## src/source/vfu_pkg.sv

```systemverilog
package vfu_pkg;

    ////////////////////
    // Widths and depths
    ////////////////////

    localparam int XLEN        = 32;
    localparam int INSN_W      = 32;
    localparam int FUNC_W      = 10;
    localparam int REQ_ID_W    = 4;
    localparam int STATE_ID_W  = 1;
    localparam int NUM_STATES  = 2**STATE_ID_W;
    localparam int REQ_DEPTH   = 8;
    localparam int QUEUE_DEPTH = 4;
    localparam int RESP_DEPTH  = 8;

    // Packed entry widths of the request buffer and the instruction queues
    localparam int REQ_ENTRY_W   = REQ_ID_W + STATE_ID_W + FUNC_W + INSN_W + 2*XLEN;
    localparam int QUEUE_ENTRY_W = REQ_ID_W + INSN_W + 2*XLEN;

    typedef logic [XLEN-1:0]       xlen_t;
    typedef logic [INSN_W-1:0]     insn_t;
    typedef logic [FUNC_W-1:0]     func_t;
    typedef logic [REQ_ID_W-1:0]   req_id_t;
    typedef logic [STATE_ID_W-1:0] state_id_t;
    typedef logic                  cnt_sel_t;

    localparam cnt_sel_t CNT_ISSUED = 1'b0;
    localparam cnt_sel_t CNT_FENCES = 1'b1;

    typedef enum logic [1:0] {
        FENCE = 2'd0,
        RVV   = 2'd1,
        PERF  = 2'd2
    } resp_port_t;

    ////////////////////
    // Decode
    ////////////////////

    localparam logic [6:0] CX_OPCODE       = 7'b0001011;
    localparam func_t      FUNC_FENCE_BASE = 10'b1111110000;
    localparam func_t      FUNC_PERF_BASE  = 10'b0000000000;

    // Fence covers the four codes 1111110000 to 1111110011
    function automatic logic is_fence(insn_t insn, func_t func);
        return (insn[6:0] == CX_OPCODE) && (func[FUNC_W-1:2] == FUNC_FENCE_BASE[FUNC_W-1:2]);
    endfunction

    // Perf query, lowest func bit picks the counter
    function automatic logic is_perf(insn_t insn, func_t func);
        return (insn[6:0] == CX_OPCODE) && (func[FUNC_W-1:5] == FUNC_PERF_BASE[FUNC_W-1:5]);
    endfunction

endpackage
```

## src/source/vfu_sys_if.sv

```systemverilog
`timescale 1ns/1ns

interface vfu_sys_if import vfu_pkg::*; ();

    logic     fence_push;
    logic     perf_push;
    req_id_t  id;
    cnt_sel_t sel;
    // Fence or perf id buffer is full
    logic     full;

    modport src (
        output fence_push, perf_push, id, sel,
        input  full
    );

    modport dst (
        input  fence_push, perf_push, id, sel,
        output full
    );

endinterface

```

## src/source/vfu_req_if.sv

```systemverilog
`timescale 1ns/1ns

interface vfu_req_if import vfu_pkg::*; ();

    logic      valid;
    state_id_t state;
    insn_t     insn;
    xlen_t     data0;
    xlen_t     data1;
    req_id_t   id;
    // Queue picked by state is full
    logic      full;

    modport src (
        output valid, state, insn, data0, data1, id,
        input  full
    );

    modport dst (
        input  valid, state, insn, data0, data1, id,
        output full
    );

endinterface

```

## src/source/vfu_top.sv

```systemverilog
`timescale 1ns/1ns

module vfu_top import vfu_pkg::*; (
    input  logic      i_clk,
    input  logic      i_rst,
    // Requests
    input  logic      i_req_valid,
    output logic      o_req_ready,
    input  req_id_t   i_req_id,
    input  state_id_t i_req_state,
    input  func_t     i_req_func,
    input  insn_t     i_req_insn,
    input  xlen_t     i_req_data0,
    input  xlen_t     i_req_data1,
    // Issue to the vector back end
    output logic      o_issue_valid,
    input  logic      i_issue_ready,
    output insn_t     o_issue_insn,
    output xlen_t     o_issue_data0,
    output xlen_t     o_issue_data1,
    output state_id_t o_issue_state,
    output req_id_t   o_issue_id,
    // Execute results
    input  logic      i_exec_valid,
    input  xlen_t     i_exec_data,
    // Responses
    output logic      o_resp_valid,
    input  logic      i_resp_ready,
    output xlen_t     o_resp_data,
    output req_id_t   o_resp_id
);

    logic queues_empty;
    logic rvv_pending;
    logic issue_fire;

    vfu_req_if req_bus ();
    vfu_sys_if sys_bus ();

    vfu_frontend u_frontend (
        .i_clk          (i_clk),
        .i_rst          (i_rst),
        .i_req_valid    (i_req_valid),
        .o_req_ready    (o_req_ready),
        .i_req_id       (i_req_id),
        .i_req_state    (i_req_state),
        .i_req_func     (i_req_func),
        .i_req_insn     (i_req_insn),
        .i_req_data0    (i_req_data0),
        .i_req_data1    (i_req_data1),
        .i_queues_empty (queues_empty),
        .i_rvv_pending  (rvv_pending),
        .req            (req_bus.src),
        .sys            (sys_bus.src)
    );

    vfu_insn_queues u_insn_queues (
        .i_clk         (i_clk),
        .i_rst         (i_rst),
        .req           (req_bus.dst),
        .o_empty       (queues_empty),
        .o_issue_valid (o_issue_valid),
        .i_issue_ready (i_issue_ready),
        .o_issue_insn  (o_issue_insn),
        .o_issue_data0 (o_issue_data0),
        .o_issue_data1 (o_issue_data1),
        .o_issue_state (o_issue_state),
        .o_issue_fire  (issue_fire),
        .o_issue_id    (o_issue_id)
    );

    vfu_resp_arbiter u_resp_arbiter (
        .i_clk         (i_clk),
        .i_rst         (i_rst),
        .sys           (sys_bus.dst),
        .i_issue_fire  (issue_fire),
        .i_issue_id    (o_issue_id),
        .i_exec_valid  (i_exec_valid),
        .i_exec_data   (i_exec_data),
        .o_rvv_pending (rvv_pending),
        .o_resp_valid  (o_resp_valid),
        .i_resp_ready  (i_resp_ready),
        .o_resp_data   (o_resp_data),
        .o_resp_id     (o_resp_id)
    );

endmodule

```

## src/source/vfu_resp_arbiter.sv

```systemverilog
`timescale 1ns/1ns

module vfu_resp_arbiter import vfu_pkg::*; (
    input  logic    i_clk,
    input  logic    i_rst,
    vfu_sys_if.dst  sys,
    input  logic    i_issue_fire,
    input  req_id_t i_issue_id,
    input  logic    i_exec_valid,
    input  xlen_t   i_exec_data,
    output logic    o_rvv_pending,
    output logic    o_resp_valid,
    input  logic    i_resp_ready,
    output xlen_t   o_resp_data,
    output req_id_t o_resp_id
);

    req_id_t fence_id;
    req_id_t rvv_id;
    req_id_t perf_id;
    xlen_t   rvv_data;
    xlen_t   perf_data;
    xlen_t   perf_sample;

    logic fence_id_valid;
    logic fence_id_full;
    logic rvv_id_valid;
    logic rvv_data_valid;
    logic perf_id_valid;
    logic perf_id_full;
    logic perf_data_valid;

    logic fence_ready;
    logic rvv_ready;
    logic perf_ready;
    logic fence_pop;
    logic rvv_pop;
    logic perf_pop;
    logic accept;

    xlen_t cnt_issued;
    xlen_t cnt_fences;

    resp_port_t port;
    resp_port_t held_port;
    logic       held;

    ////////////////////
    // Buffers
    ////////////////////

    vfu_fifo #(.WIDTH(REQ_ID_W), .DEPTH(RESP_DEPTH)) u_fence_id (
        .i_clk   (i_clk),
        .i_rst   (i_rst),
        .i_push  (sys.fence_push),
        .i_pop   (fence_pop),
        .i_data  (sys.id),
        .o_data  (fence_id),
        .o_valid (fence_id_valid),
        .o_full  (fence_id_full)
    );

    // Vector ids in issue order, results arrive in the same order
    vfu_fifo #(.WIDTH(REQ_ID_W), .DEPTH(RESP_DEPTH)) u_rvv_id (
        .i_clk   (i_clk),
        .i_rst   (i_rst),
        .i_push  (i_issue_fire),
        .i_pop   (rvv_pop),
        .i_data  (i_issue_id),
        .o_data  (rvv_id),
        .o_valid (rvv_id_valid),
        .o_full  ()
    );

    vfu_fifo #(.WIDTH(XLEN), .DEPTH(RESP_DEPTH)) u_rvv_data (
        .i_clk   (i_clk),
        .i_rst   (i_rst),
        .i_push  (i_exec_valid),
        .i_pop   (rvv_pop),
        .i_data  (i_exec_data),
        .o_data  (rvv_data),
        .o_valid (rvv_data_valid),
        .o_full  ()
    );

    vfu_fifo #(.WIDTH(REQ_ID_W), .DEPTH(RESP_DEPTH)) u_perf_id (
        .i_clk   (i_clk),
        .i_rst   (i_rst),
        .i_push  (sys.perf_push),
        .i_pop   (perf_pop),
        .i_data  (sys.id),
        .o_data  (perf_id),
        .o_valid (perf_id_valid),
        .o_full  (perf_id_full)
    );

    vfu_fifo #(.WIDTH(XLEN), .DEPTH(RESP_DEPTH)) u_perf_data (
        .i_clk   (i_clk),
        .i_rst   (i_rst),
        .i_push  (sys.perf_push),
        .i_pop   (perf_pop),
        .i_data  (perf_sample),
        .o_data  (perf_data),
        .o_valid (perf_data_valid),
        .o_full  ()
    );

    assign sys.full      = fence_id_full | perf_id_full;
    assign o_rvv_pending = rvv_id_valid;
    assign perf_sample   = (sys.sel == CNT_FENCES) ? cnt_fences : cnt_issued;

    ////////////////////
    // Response mux
    ////////////////////

    assign fence_ready = fence_id_valid;
    assign rvv_ready   = rvv_id_valid & rvv_data_valid;
    assign perf_ready  = perf_id_valid & perf_data_valid;

    // Fixed priority, locked while a response waits
    always_comb begin
        if (held) begin
            port = held_port;
        end else if (fence_ready) begin
            port = FENCE;
        end else if (rvv_ready) begin
            port = RVV;
        end else begin
            port = PERF;
        end
    end

    always_comb begin
        case (port)
            FENCE: begin
                o_resp_valid = fence_ready;
                o_resp_id    = fence_id;
                o_resp_data  = '0;
            end
            RVV: begin
                o_resp_valid = rvv_ready;
                o_resp_id    = rvv_id;
                o_resp_data  = rvv_data;
            end
            default: begin
                o_resp_valid = perf_ready;
                o_resp_id    = perf_id;
                o_resp_data  = perf_data;
            end
        endcase
    end

    assign accept    = o_resp_valid & i_resp_ready;
    assign fence_pop = accept & (port == FENCE);
    assign rvv_pop   = accept & (port == RVV);
    assign perf_pop  = accept & (port == PERF);

    always_ff @(posedge i_clk) begin
        if (i_rst) begin
            held       <= 1'b0;
            held_port  <= FENCE;
            cnt_issued <= '0;
            cnt_fences <= '0;
        end else begin
            held      <= o_resp_valid & ~i_resp_ready;
            held_port <= port;
            if (i_issue_fire) begin
                cnt_issued <= cnt_issued + 1;
            end
            if (fence_pop) begin
                cnt_fences <= cnt_fences + 1;
            end
        end
    end

endmodule

```

## src/source/vfu_insn_queues.sv

```systemverilog
`timescale 1ns/1ns

module vfu_insn_queues import vfu_pkg::*; (
    input  logic      i_clk,
    input  logic      i_rst,
    vfu_req_if.dst    req,
    output logic      o_empty,
    output logic      o_issue_valid,
    input  logic      i_issue_ready,
    output insn_t     o_issue_insn,
    output xlen_t     o_issue_data0,
    output xlen_t     o_issue_data1,
    output state_id_t o_issue_state,
    output logic      o_issue_fire,
    output req_id_t   o_issue_id
);

    logic [NUM_STATES-1:0]    q_push;
    logic [NUM_STATES-1:0]    q_pop;
    logic [NUM_STATES-1:0]    q_valid;
    logic [NUM_STATES-1:0]    q_full;
    logic [QUEUE_ENTRY_W-1:0] q_in;
    logic [QUEUE_ENTRY_W-1:0] q_data [NUM_STATES];

    state_id_t rr_ptr;
    state_id_t sel;

    assign q_in     = {req.id, req.insn, req.data0, req.data1};
    assign req.full = q_full[req.state];

    for (genvar s = 0; s < NUM_STATES; s++) begin : g_queue
        assign q_push[s] = req.valid & ~q_full[s] & (req.state == state_id_t'(s));
        assign q_pop[s]  = o_issue_fire & (sel == state_id_t'(s));

        vfu_fifo #(
            .WIDTH (QUEUE_ENTRY_W),
            .DEPTH (QUEUE_DEPTH)
        ) u_queue (
            .i_clk   (i_clk),
            .i_rst   (i_rst),
            .i_push  (q_push[s]),
            .i_pop   (q_pop[s]),
            .i_data  (q_in),
            .o_data  (q_data[s]),
            .o_valid (q_valid[s]),
            .o_full  (q_full[s])
        );
    end

    ////////////////////
    // Round-robin issue
    ////////////////////

    // Nearest non-empty queue at or after the pointer
    always_comb begin
        sel = rr_ptr;
        for (int i = NUM_STATES - 1; i >= 0; i--) begin
            if (q_valid[rr_ptr + state_id_t'(i)]) begin
                sel = rr_ptr + state_id_t'(i);
            end
        end
    end

    assign o_empty       = ~|q_valid;
    assign o_issue_valid = |q_valid;
    assign o_issue_fire  = o_issue_valid & i_issue_ready;
    assign o_issue_state = sel;

    assign {o_issue_id, o_issue_insn, o_issue_data0, o_issue_data1} = q_data[sel];

    always_ff @(posedge i_clk) begin
        if (i_rst) begin
            rr_ptr <= '0;
        end else if (o_issue_fire) begin
            rr_ptr <= sel + state_id_t'(1);
        end
    end

endmodule

```

## src/source/vfu_frontend.sv

```systemverilog
`timescale 1ns/1ns

module vfu_frontend import vfu_pkg::*; (
    input  logic      i_clk,
    input  logic      i_rst,
    input  logic      i_req_valid,
    output logic      o_req_ready,
    input  req_id_t   i_req_id,
    input  state_id_t i_req_state,
    input  func_t     i_req_func,
    input  insn_t     i_req_insn,
    input  xlen_t     i_req_data0,
    input  xlen_t     i_req_data1,
    input  logic      i_queues_empty,
    input  logic      i_rvv_pending,
    vfu_req_if.src    req,
    vfu_sys_if.src    sys
);

    logic                   buf_push;
    logic                   buf_pop;
    logic                   buf_valid;
    logic                   buf_full;
    logic [REQ_ENTRY_W-1:0] buf_in;
    logic [REQ_ENTRY_W-1:0] buf_out;

    req_id_t   head_id;
    state_id_t head_state;
    func_t     head_func;
    insn_t     head_insn;
    xlen_t     head_data0;
    xlen_t     head_data1;

    logic head_fence;
    logic head_perf;
    logic head_vec;
    logic fence_ok;

    ////////////////////
    // Request buffer
    ////////////////////

    assign o_req_ready = ~buf_full & ~sys.full;
    assign buf_push    = i_req_valid & o_req_ready;
    assign buf_in      = {i_req_id, i_req_state, i_req_func, i_req_insn, i_req_data0, i_req_data1};

    vfu_fifo #(
        .WIDTH (REQ_ENTRY_W),
        .DEPTH (REQ_DEPTH)
    ) u_req_buf (
        .i_clk   (i_clk),
        .i_rst   (i_rst),
        .i_push  (buf_push),
        .i_pop   (buf_pop),
        .i_data  (buf_in),
        .o_data  (buf_out),
        .o_valid (buf_valid),
        .o_full  (buf_full)
    );

    assign {head_id, head_state, head_func, head_insn, head_data0, head_data1} = buf_out;

    ////////////////////
    // Head decode
    ////////////////////

    assign head_fence = is_fence(head_insn, head_func);
    assign head_perf  = is_perf(head_insn, head_func);
    assign head_vec   = ~head_fence & ~head_perf;

    // Fence waits for drained queues and no result in flight
    assign fence_ok = i_queues_empty & ~i_rvv_pending & ~sys.full;

    always_comb begin
        buf_pop = 1'b0;
        if (buf_valid) begin
            if (head_vec) begin
                buf_pop = ~req.full;
            end else if (head_perf) begin
                buf_pop = ~sys.full;
            end else begin
                buf_pop = fence_ok;
            end
        end
    end

    assign req.valid = buf_valid & head_vec;
    assign req.state = head_state;
    assign req.insn  = head_insn;
    assign req.data0 = head_data0;
    assign req.data1 = head_data1;
    assign req.id    = head_id;

    assign sys.fence_push = buf_pop & head_fence;
    assign sys.perf_push  = buf_pop & head_perf;
    assign sys.id         = head_id;
    assign sys.sel        = cnt_sel_t'(head_func[0]);

endmodule

```

## src/source/vfu_fifo.sv

```systemverilog
`timescale 1ns/1ns

module vfu_fifo #(
    parameter int WIDTH = 8,
    parameter int DEPTH = 4
) (
    input  logic             i_clk,
    input  logic             i_rst,
    input  logic             i_push,
    input  logic             i_pop,
    input  logic [WIDTH-1:0] i_data,
    output logic [WIDTH-1:0] o_data,
    output logic             o_valid,
    output logic             o_full
);

    localparam int PTR_W = (DEPTH > 1) ? $clog2(DEPTH) : 1;
    localparam int CNT_W = $clog2(DEPTH + 1);

    logic [WIDTH-1:0] mem [DEPTH];
    logic [PTR_W-1:0] rd_ptr;
    logic [PTR_W-1:0] wr_ptr;
    logic [CNT_W-1:0] count;
    logic             wr_en;
    logic             rd_en;

    assign o_valid = (count != '0);
    assign o_full  = (count == CNT_W'(DEPTH));
    assign o_data  = mem[rd_ptr];

    assign wr_en = i_push & ~o_full;
    assign rd_en = i_pop & o_valid;

    always_ff @(posedge i_clk) begin
        if (wr_en) begin
            mem[wr_ptr] <= i_data;
        end
    end

    always_ff @(posedge i_clk) begin
        if (i_rst) begin
            rd_ptr <= '0;
            wr_ptr <= '0;
            count  <= '0;
        end else begin
            if (wr_en) begin
                wr_ptr <= (wr_ptr == PTR_W'(DEPTH - 1)) ? '0 : wr_ptr + PTR_W'(1);
            end
            if (rd_en) begin
                rd_ptr <= (rd_ptr == PTR_W'(DEPTH - 1)) ? '0 : rd_ptr + PTR_W'(1);
            end
            // Push and pop together leave count alone
            if (wr_en && !rd_en) begin
                count <= count + CNT_W'(1);
            end else if (rd_en && !wr_en) begin
                count <= count - CNT_W'(1);
            end
        end
    end

endmodule

```

## config.mk

```make
export PLATFORM = sky130hd
export DESIGN_NAME = vfu_top
export DESIGN_NICKNAME = d
export VERILOG_FILES = /design/src/source/vfu_pkg.sv /design/src/source/vfu_sys_if.sv /design/src/source/vfu_req_if.sv /design/src/source/vfu_top.sv /design/src/source/vfu_resp_arbiter.sv /design/src/source/vfu_insn_queues.sv /design/src/source/vfu_frontend.sv /design/src/source/vfu_fifo.sv
export SDC_FILE = /design/constraint.sdc
export NUM_CORES = 2
export LEC_CHECK = 0
export BUFFER_PORTS_ARGS = -buffer_cell sky130_fd_sc_hd__buf_2
export CAP_MARGIN = 20
export CORE_MARGIN = 3
export CORE_UTILIZATION = 30
export DETAILED_ROUTE_END_ITERATION = 10
export SETUP_SLACK_MARGIN = 0.5
export SYNTH_ARGS = -nofsm -noshare
export SYNTH_HDL_FRONTEND = slang
export SYNTH_SLANG_ARGS = --single-unit
```

## constraint.sdc

```tcl
create_clock -name i_clk -period 11.73 [get_ports i_clk]
set_input_delay 2.346 -clock i_clk [delete_from_list [all_inputs] [get_ports i_clk]]
set_output_delay 2.346 -clock i_clk [all_outputs]
set_load 0.005 [all_outputs]
```

# Word level (Yosys, flattened, before mapping)
# Memories as Yosys holds them, arrays and structs flattened. A register that Yosys moved wholly into a read port is not among the register bits.
# Index checks and enable logic that the tools add are counted.
dict set report totals {
  memories 8
  ramBits 2296
  output_inout_bits 140
  elab_cells 300
  register_bits 142
}
# name depth width read_ports rd_ports_with_merged_regs write_ports line
set mem_list {}
lappend mem_list {u_frontend.u_req_buf.mem 8 111 1 1 1 vfu_fifo.sv:20} ;# logic [WIDTH-1:0] mem [DEPTH];
lappend mem_list {{u_insn_queues.g_queue[0].u_queue.mem} 4 100 1 1 1 vfu_fifo.sv:20}
lappend mem_list {{u_insn_queues.g_queue[1].u_queue.mem} 4 100 1 1 1 vfu_fifo.sv:20}
lappend mem_list {u_resp_arbiter.u_perf_data.mem 8 32 1 1 1 vfu_fifo.sv:20}
lappend mem_list {u_resp_arbiter.u_rvv_data.mem 8 32 1 1 1 vfu_fifo.sv:20}
lappend mem_list {u_resp_arbiter.u_fence_id.mem 8 4 1 1 1 vfu_fifo.sv:20}
lappend mem_list {{+2 memories} n/a n/a n/a n/a n/a n/a}
dict set report op_classes {
  n_bitwise 56
  addsub 36
  n_lt_le_gt_ge 4
  n_eq_ne 28
  reduce_logical 54
  muxes 85
}
# op count
set op_table {}
lappend op_table {{two-way mux 100 bit} 3}
lappend op_table {{two-way mux 3 bit} 28}
lappend op_table {{adder 32 x 1 -> 32 bit (second input constant)} 2}
lappend op_table {{one-hot mux 32 bit (2 select lines)} 1}
lappend op_table {{two-way mux 4 bit} 12}
lappend op_table {{adder 3 x 1 -> 3 bit (second input constant)} 14}
lappend op_table {{== test 3 bit (second input constant)} 14}
lappend op_table {{AND 1 bit} 38}
lappend op_table {{two-way mux 32 bit} 1}
lappend op_table {{two-way mux 1 bit} 27}
lappend op_table {{adder 4 x 1 -> 4 bit (second input constant)} 6}
lappend op_table {{== test 4 bit (second input constant)} 6}
lappend op_table {{nonzero test 4 bit} 6}
lappend op_table {{subtractor 4 x 1 -> 4 bit (second input constant)} 6}
lappend op_table {{two-way mux 2 bit} 11}
lappend op_table {{logical AND 1 bit} 18}
lappend op_table {{zero test 1 bit} 17}
lappend op_table {{inverter 1 bit} 16}
lappend op_table {{nonzero test 2 bit} 8}
lappend op_table {{== test 2 bit (second input constant)} 5}
lappend op_table {{adder 2 x 1 -> 2 bit (second input constant)} 4}
lappend op_table {{== test 8 bit (second input constant)} 1}
lappend op_table {{one-hot mux 4 bit (2 select lines)} 1}
lappend op_table {{== test 7 x 4 -> 1 bit (second input constant)} 1}
lappend op_table {{other kinds (12)} 17}

# Depth between registers and ports, before layout
dict set report depth {
  ltp_word 14
  mapped_depth 18
  depth_no_buf 14
}

# By module
# A second synthesis with hierarchy kept.
dict set report unflattened {
  hier_cells 4398
  area_unflattened_um2 96710.3
}
# mod instances cells_each seq_area_each_um2 area_each_um2
set modules_own_cells {}
lappend modules_own_cells {{vfu_fifo at u_frontend.u_req_buf} 1 1360 26925.8 34246.6}
lappend modules_own_cells {{vfu_fifo at u_insn_queues.g_queue[0].u_queue ...} 2 572 12191.7 14935.6}
lappend modules_own_cells {{vfu_fifo at u_resp_arbiter.u_perf_data ...} 2 447 7947.6 10420.0}
lappend modules_own_cells {{vfu_fifo at u_resp_arbiter.u_fence_id ...} 3 123 1221.2 1909.3}
lappend modules_own_cells {vfu_resp_arbiter 1 480 1341.3 4052.6}
lappend modules_own_cells {vfu_insn_queues 1 130 20.0 1788.0}
lappend modules_own_cells {vfu_frontend 1 21 0.0 183.9}

# Worst setup path after synthesis
# OpenSTA, ideal clock, no wires.
dict set report synth_timing {
  path_kind {in2reg}
  startpoint {input port i_req_valid}
  endpoint {memory u_frontend.u_req_buf.mem[0][0] in the netlist's numbering, enable pin}
  stages 3
  t_arrival_ns 10.214
  n_path_buf 0
  setup_slack_ns 0.802
  path_cell_list {nand2_1 or2_2 nor3_1}
}
dict set report synth_between {
  elab_chain_cells 4
}
# element line
set synth_rtl {}
lappend synth_rtl {{from (decl)} vfu_top.sv:7} ;# input logic i_req_valid,
lappend synth_rtl {{AND 1 bit} vfu_frontend.sv:44} ;# assign buf_push = i_req_valid & o_req_ready;
lappend synth_rtl {{AND 1 bit} vfu_fifo.sv:31} ;# assign wr_en = i_push & ~o_full;
lappend synth_rtl {{two-way mux 1 bit} vfu_fifo.sv:35} ;# if (wr_en) begin
lappend synth_rtl {{two-way mux 1 bit (not written as such)} vfu_fifo.sv:36} ;# mem[wr_ptr] <= i_data;
lappend synth_rtl {{to (decl)} vfu_fifo.sv:20}
# No other way between the ends.

==> metrics.md <==
| Metric | Value |
|---|---|
| Maximum vdd drop | 0.000193 V |
| Critical path endpoint category | output pin |
| Maximum level of the CTS H-tree | 5 |
| GPL Wtd Cong | about 0.7 |
| Unrepaired setup endpoints after global routing | no |
| Data required time of the worst path | roughly 9400 ps |
| Number of enable flip-flop cells after synthesis | 2,288 |
| Syn_area_per_cell | 21.6 sq um |
| Routed WL per cell | 23.8 microns |
| Placeable core region | roughly 310,000 sq um |
| Register bit count reported by yosys | 2,452 |
| Area share of fa/ha/maj cells after synthesis | 0.00914 |
| CTS tree | built |
| Overall global routing resource usage | 0.133 |
| Global-route wire length before repair | between 300,000 and 400,000 microns |
| HPWL reported at the end of detailed placement | roughly 120,000 microns |
| Post-Syn Nets | 4,572 |
| Xor-xnor portion of the synthesized cell area | 0.00679 |
| Root Buffer Master | sky130_fd_sc_hd__clkbuf_16 |
| Simple logic cell fraction of the synthesized area | 0.0246 |
| Dominant combinational cell family by area after synthesis | multiplexers |
| Largest cells by area after synthesis | sky130_fd_sc_hd__edfxtp_1 (73%), sky130_fd_sc_hd__mux4_2 (13%), sky130_fd_sc_hd__dfxtp_1 (3.5%) |
| Ratio of final minimum period to clock period | 0.552 |
| Synth Cell Area | ~94,000 sq um |
| Number of antenna violations at the first check in global routing | a little under 70 |
| Number of pins with negative max-slew slack in the final report | 0 |
| Largest net degree at the start of global routing | 125 |
| Port Buffers | approximately 290 |
| Final net count | 5,012 |
| Outcome | finished, final reports clean |
| Number of CTS-inserted buffers | 270 |
| Fin Setup TNS | 0 ps |
| Yosys top cell by area | sky130_fd_sc_hd__edfxtp_1 |
| Initial detailed-routing violation count | 4,091 |
| Compound-Gate Fraction of Synth Area | 0.0114 |
| Static leakage power | 33.9 nW |
| Pwr Density | 243 nW/um^2 |
| Final global-route overflow total | 0 |
| Most frequent cells in the layout | sky130_fd_sc_hd__edfxtp_1 (2,288), sky130_fd_sc_hd__mux4_2 (557), sky130_fd_sc_hd__buf_2 (286) |
| Critical path class | reg -> out |
| Clock Path Buffers | 4 |
| Count of synthesis-stage warnings from yosys | 0 |
| Initial Utilization | 0.302 |
| Highest clock frequency the design can meet | 154 MHz |
| Clk Latency, worst-skew pair | 870 ps |
| Number of maximum-capacitance constraint violations | 0 |
| Die width | 566 microns |
| # IOs | 289 |
| Total wire length after detailed routing | 218,000 microns |
| Share of synthesized area spent on multiplexers | 0.174 |
| Fraction of synthesis flops using an asynchronous set or reset pin | 0 |
| Launching element type of the critical path | flip-flop |
| Fraction of layout instances using a drive strength above 1 | 0.327 |
| Headroom to the max-slew limit | 0.251 |
| Final core area utilization | 0.352 |
| # clock sinks | ~2,500 |
| Total die area | approximately 320,000 sq um |
| Final Hold Violating Endpoints | 0 |
| Quantity of gates resized following cts | 0 |
| Routed via count | between 40,000 and 50,000 |
| Remaining DRCs | 0 |
| Drt via density | 4.80 |
| Setup Skew | 96.2 ps |
| DR pass1 iterations | 5 |
| Worst hold path class | reg -> reg |
| Register clock-pin slew on the reported worst setup and hold paths | approximately 60 ps |
| Synth top area share | 0.730 |
| Top fanout value on the critical path | 27 |
| Height of the chip | 566 microns |
| Count of antenna-violating nets left after detailed routing | 0 |
| Number of global-route vias before repair | 46,460 |
| Critical path data arrival time | 4130 ps |
| Most common library cell in the layout ignoring fill and taps | sky130_fd_sc_hd__edfxtp_1 |
| Post-CTS setup-driven buffer insertion count | 0 |
| Area overhead of the layout relative to synthesis | 16.6% |
| Crit path time final | 6470 ps |
| Prevailing post-synth register cell | sky130_fd_sc_hd__edfxtp_1 |
| Number of rows in the core area | 205 |
| Transition time at the pin with the least slew margin | 1120 ps |
| Endpoints failing setup | 0 |
| Cells after Synth | about 4,400 |
| Hold-fix buffer count after cts | 0 |
| Sequential cell area fraction in the yosys report | 0.764 |
| Post-synth cell types | 66 |
-- critical path: stages, from the launching register on --
cell	delay, ps
sky130_fd_sc_hd__dfxtp_4	690
sky130_fd_sc_hd__buf_4	680
sky130_fd_sc_hd__buf_4	650
sky130_fd_sc_hd__mux4_2	600
sky130_fd_sc_hd__mux2_2	390
sky130_fd_sc_hd__buf_2	220
-- cell families after synthesis --
group,after synthesis
flip-flops,2452
multiplexers,896
adder cells (fa/ha/maj),64
AO/OA/AOI/OAI,173
XOR/XNOR,73
AND/OR/NAND/NOR,465
buffers and inverters,236
-- final cells by class --
cell class / instances / area (sq um)
inverter: 35 / 131
antenna: 14 / 35.0
clock buffer: 325 / 7160
clock inverter: 161 / 1580
timing repair buffer: 369 / 2200
fill: 28578 / 202000
sequential: 2452 / 72000
tap: 4140 / 5180
multi-input combinational: 1671 / 21500
-- sequential cells by signal, summed over array words and instances (netlist names), 256 cells and up, named ones only --
register                           cells
u_resp_arbiter.u_rvv_data.mem        256
u_insn_queues.g_queue.u_queue.mem    800
u_resp_arbiter.u_perf_data.mem       256
u_frontend.u_req_buf.mem             880
-- path summary, 6_finish.rpt --
check	startpoint	end	slack, ps	cells past startpoint
max reg2reg	flip-flop	u_insn_queues.g_queue[1].u_queue.mem[2][19]	6000	9
min reg2reg	u_resp_arbiter.u_perf_data.rd_ptr[1]	flip-flop	470	2
min	u_resp_arbiter.u_perf_data.rd_ptr[1]	flip-flop	470	2
max	flip-flop	o_issue_id[1]	5260	5
-- layer usage --
| metal | track usage | vias to the layer above | part of all wire |
|---|---|---|---|
| li1 | - | 18973 | - |
| met1 | 0.172 | 23512 | 0.42 |
| met2 | 0.224 | 1144 | 0.49 |
| met3 | 0.0319 | 376 | 0.064 |
| met4 | 0.0358 | 40 | 0.025 |
| met5 | 0 | - | 0.0012 |
-- power breakdown --
part | switching, mW | internal, mW
clock network | 3.42 | 4.88
logic | 3.85 | 2.69
registers | 0.407 | 11.4
total | 7.67 | 19.0
-- per-stage QoR --
stage | setup WS, ps | instances | power (mW) | cell area [sq um] | hold WS, ps
finish | 5260 | 9167 | 26.6 | 110000 | 472
global route | 4910 | 9157 | 27.9 | 110000 | 492
CTS | 4980 | 9149 | 27.0 | 110000 | 469
detailed placement | 5810 | 8663 | 18.7 | 101000 | 470
global placement | 5840 | 8663 | 18.5 | 101000 | 459
floorplan | 802 | 4359 | 16.0 | 94200 | 450
-- synth_stat cells, types with 7 or more instances --
| cell | number |
|---|---|
| sky130_fd_sc_hd__and2_1 | 11 |
| sky130_fd_sc_hd__dfxtp_1 | 164 |
| sky130_fd_sc_hd__and3_1 | 9 |
| sky130_fd_sc_hd__mux2i_1 | 72 |
| sky130_fd_sc_hd__nor2_1 | 140 |
| sky130_fd_sc_hd__nand4_1 | 16 |
| sky130_fd_sc_hd__and4_1 | 8 |
| sky130_fd_sc_hd__o31ai_1 | 7 |
| sky130_fd_sc_hd__edfxtp_1 | 2288 |
| sky130_fd_sc_hd__buf_1 | 50 |
| sky130_fd_sc_hd__inv_1 | 34 |
| sky130_fd_sc_hd__mux4_2 | 557 |
| sky130_fd_sc_hd__clkbuf_1 | 137 |
| sky130_fd_sc_hd__fa_1 | 8 |
| sky130_fd_sc_hd__xnor2_1 | 26 |
| sky130_fd_sc_hd__nand3_1 | 58 |
| sky130_fd_sc_hd__nand2_1 | 89 |
| sky130_fd_sc_hd__a21oi_1 | 65 |
| sky130_fd_sc_hd__or3_1 | 25 |
| sky130_fd_sc_hd__xor2_1 | 47 |
| sky130_fd_sc_hd__ha_1 | 56 |
| sky130_fd_sc_hd__nor4_1 | 10 |
| sky130_fd_sc_hd__o21ai_0 | 62 |
| sky130_fd_sc_hd__nand2b_1 | 20 |
| sky130_fd_sc_hd__buf_2 | 12 |
| sky130_fd_sc_hd__mux2_2 | 260 |
| sky130_fd_sc_hd__nor3_1 | 39 |
| sky130_fd_sc_hd__mux4_1 | 7 |
Note: power is estimated with default switching activity, not from simulation.
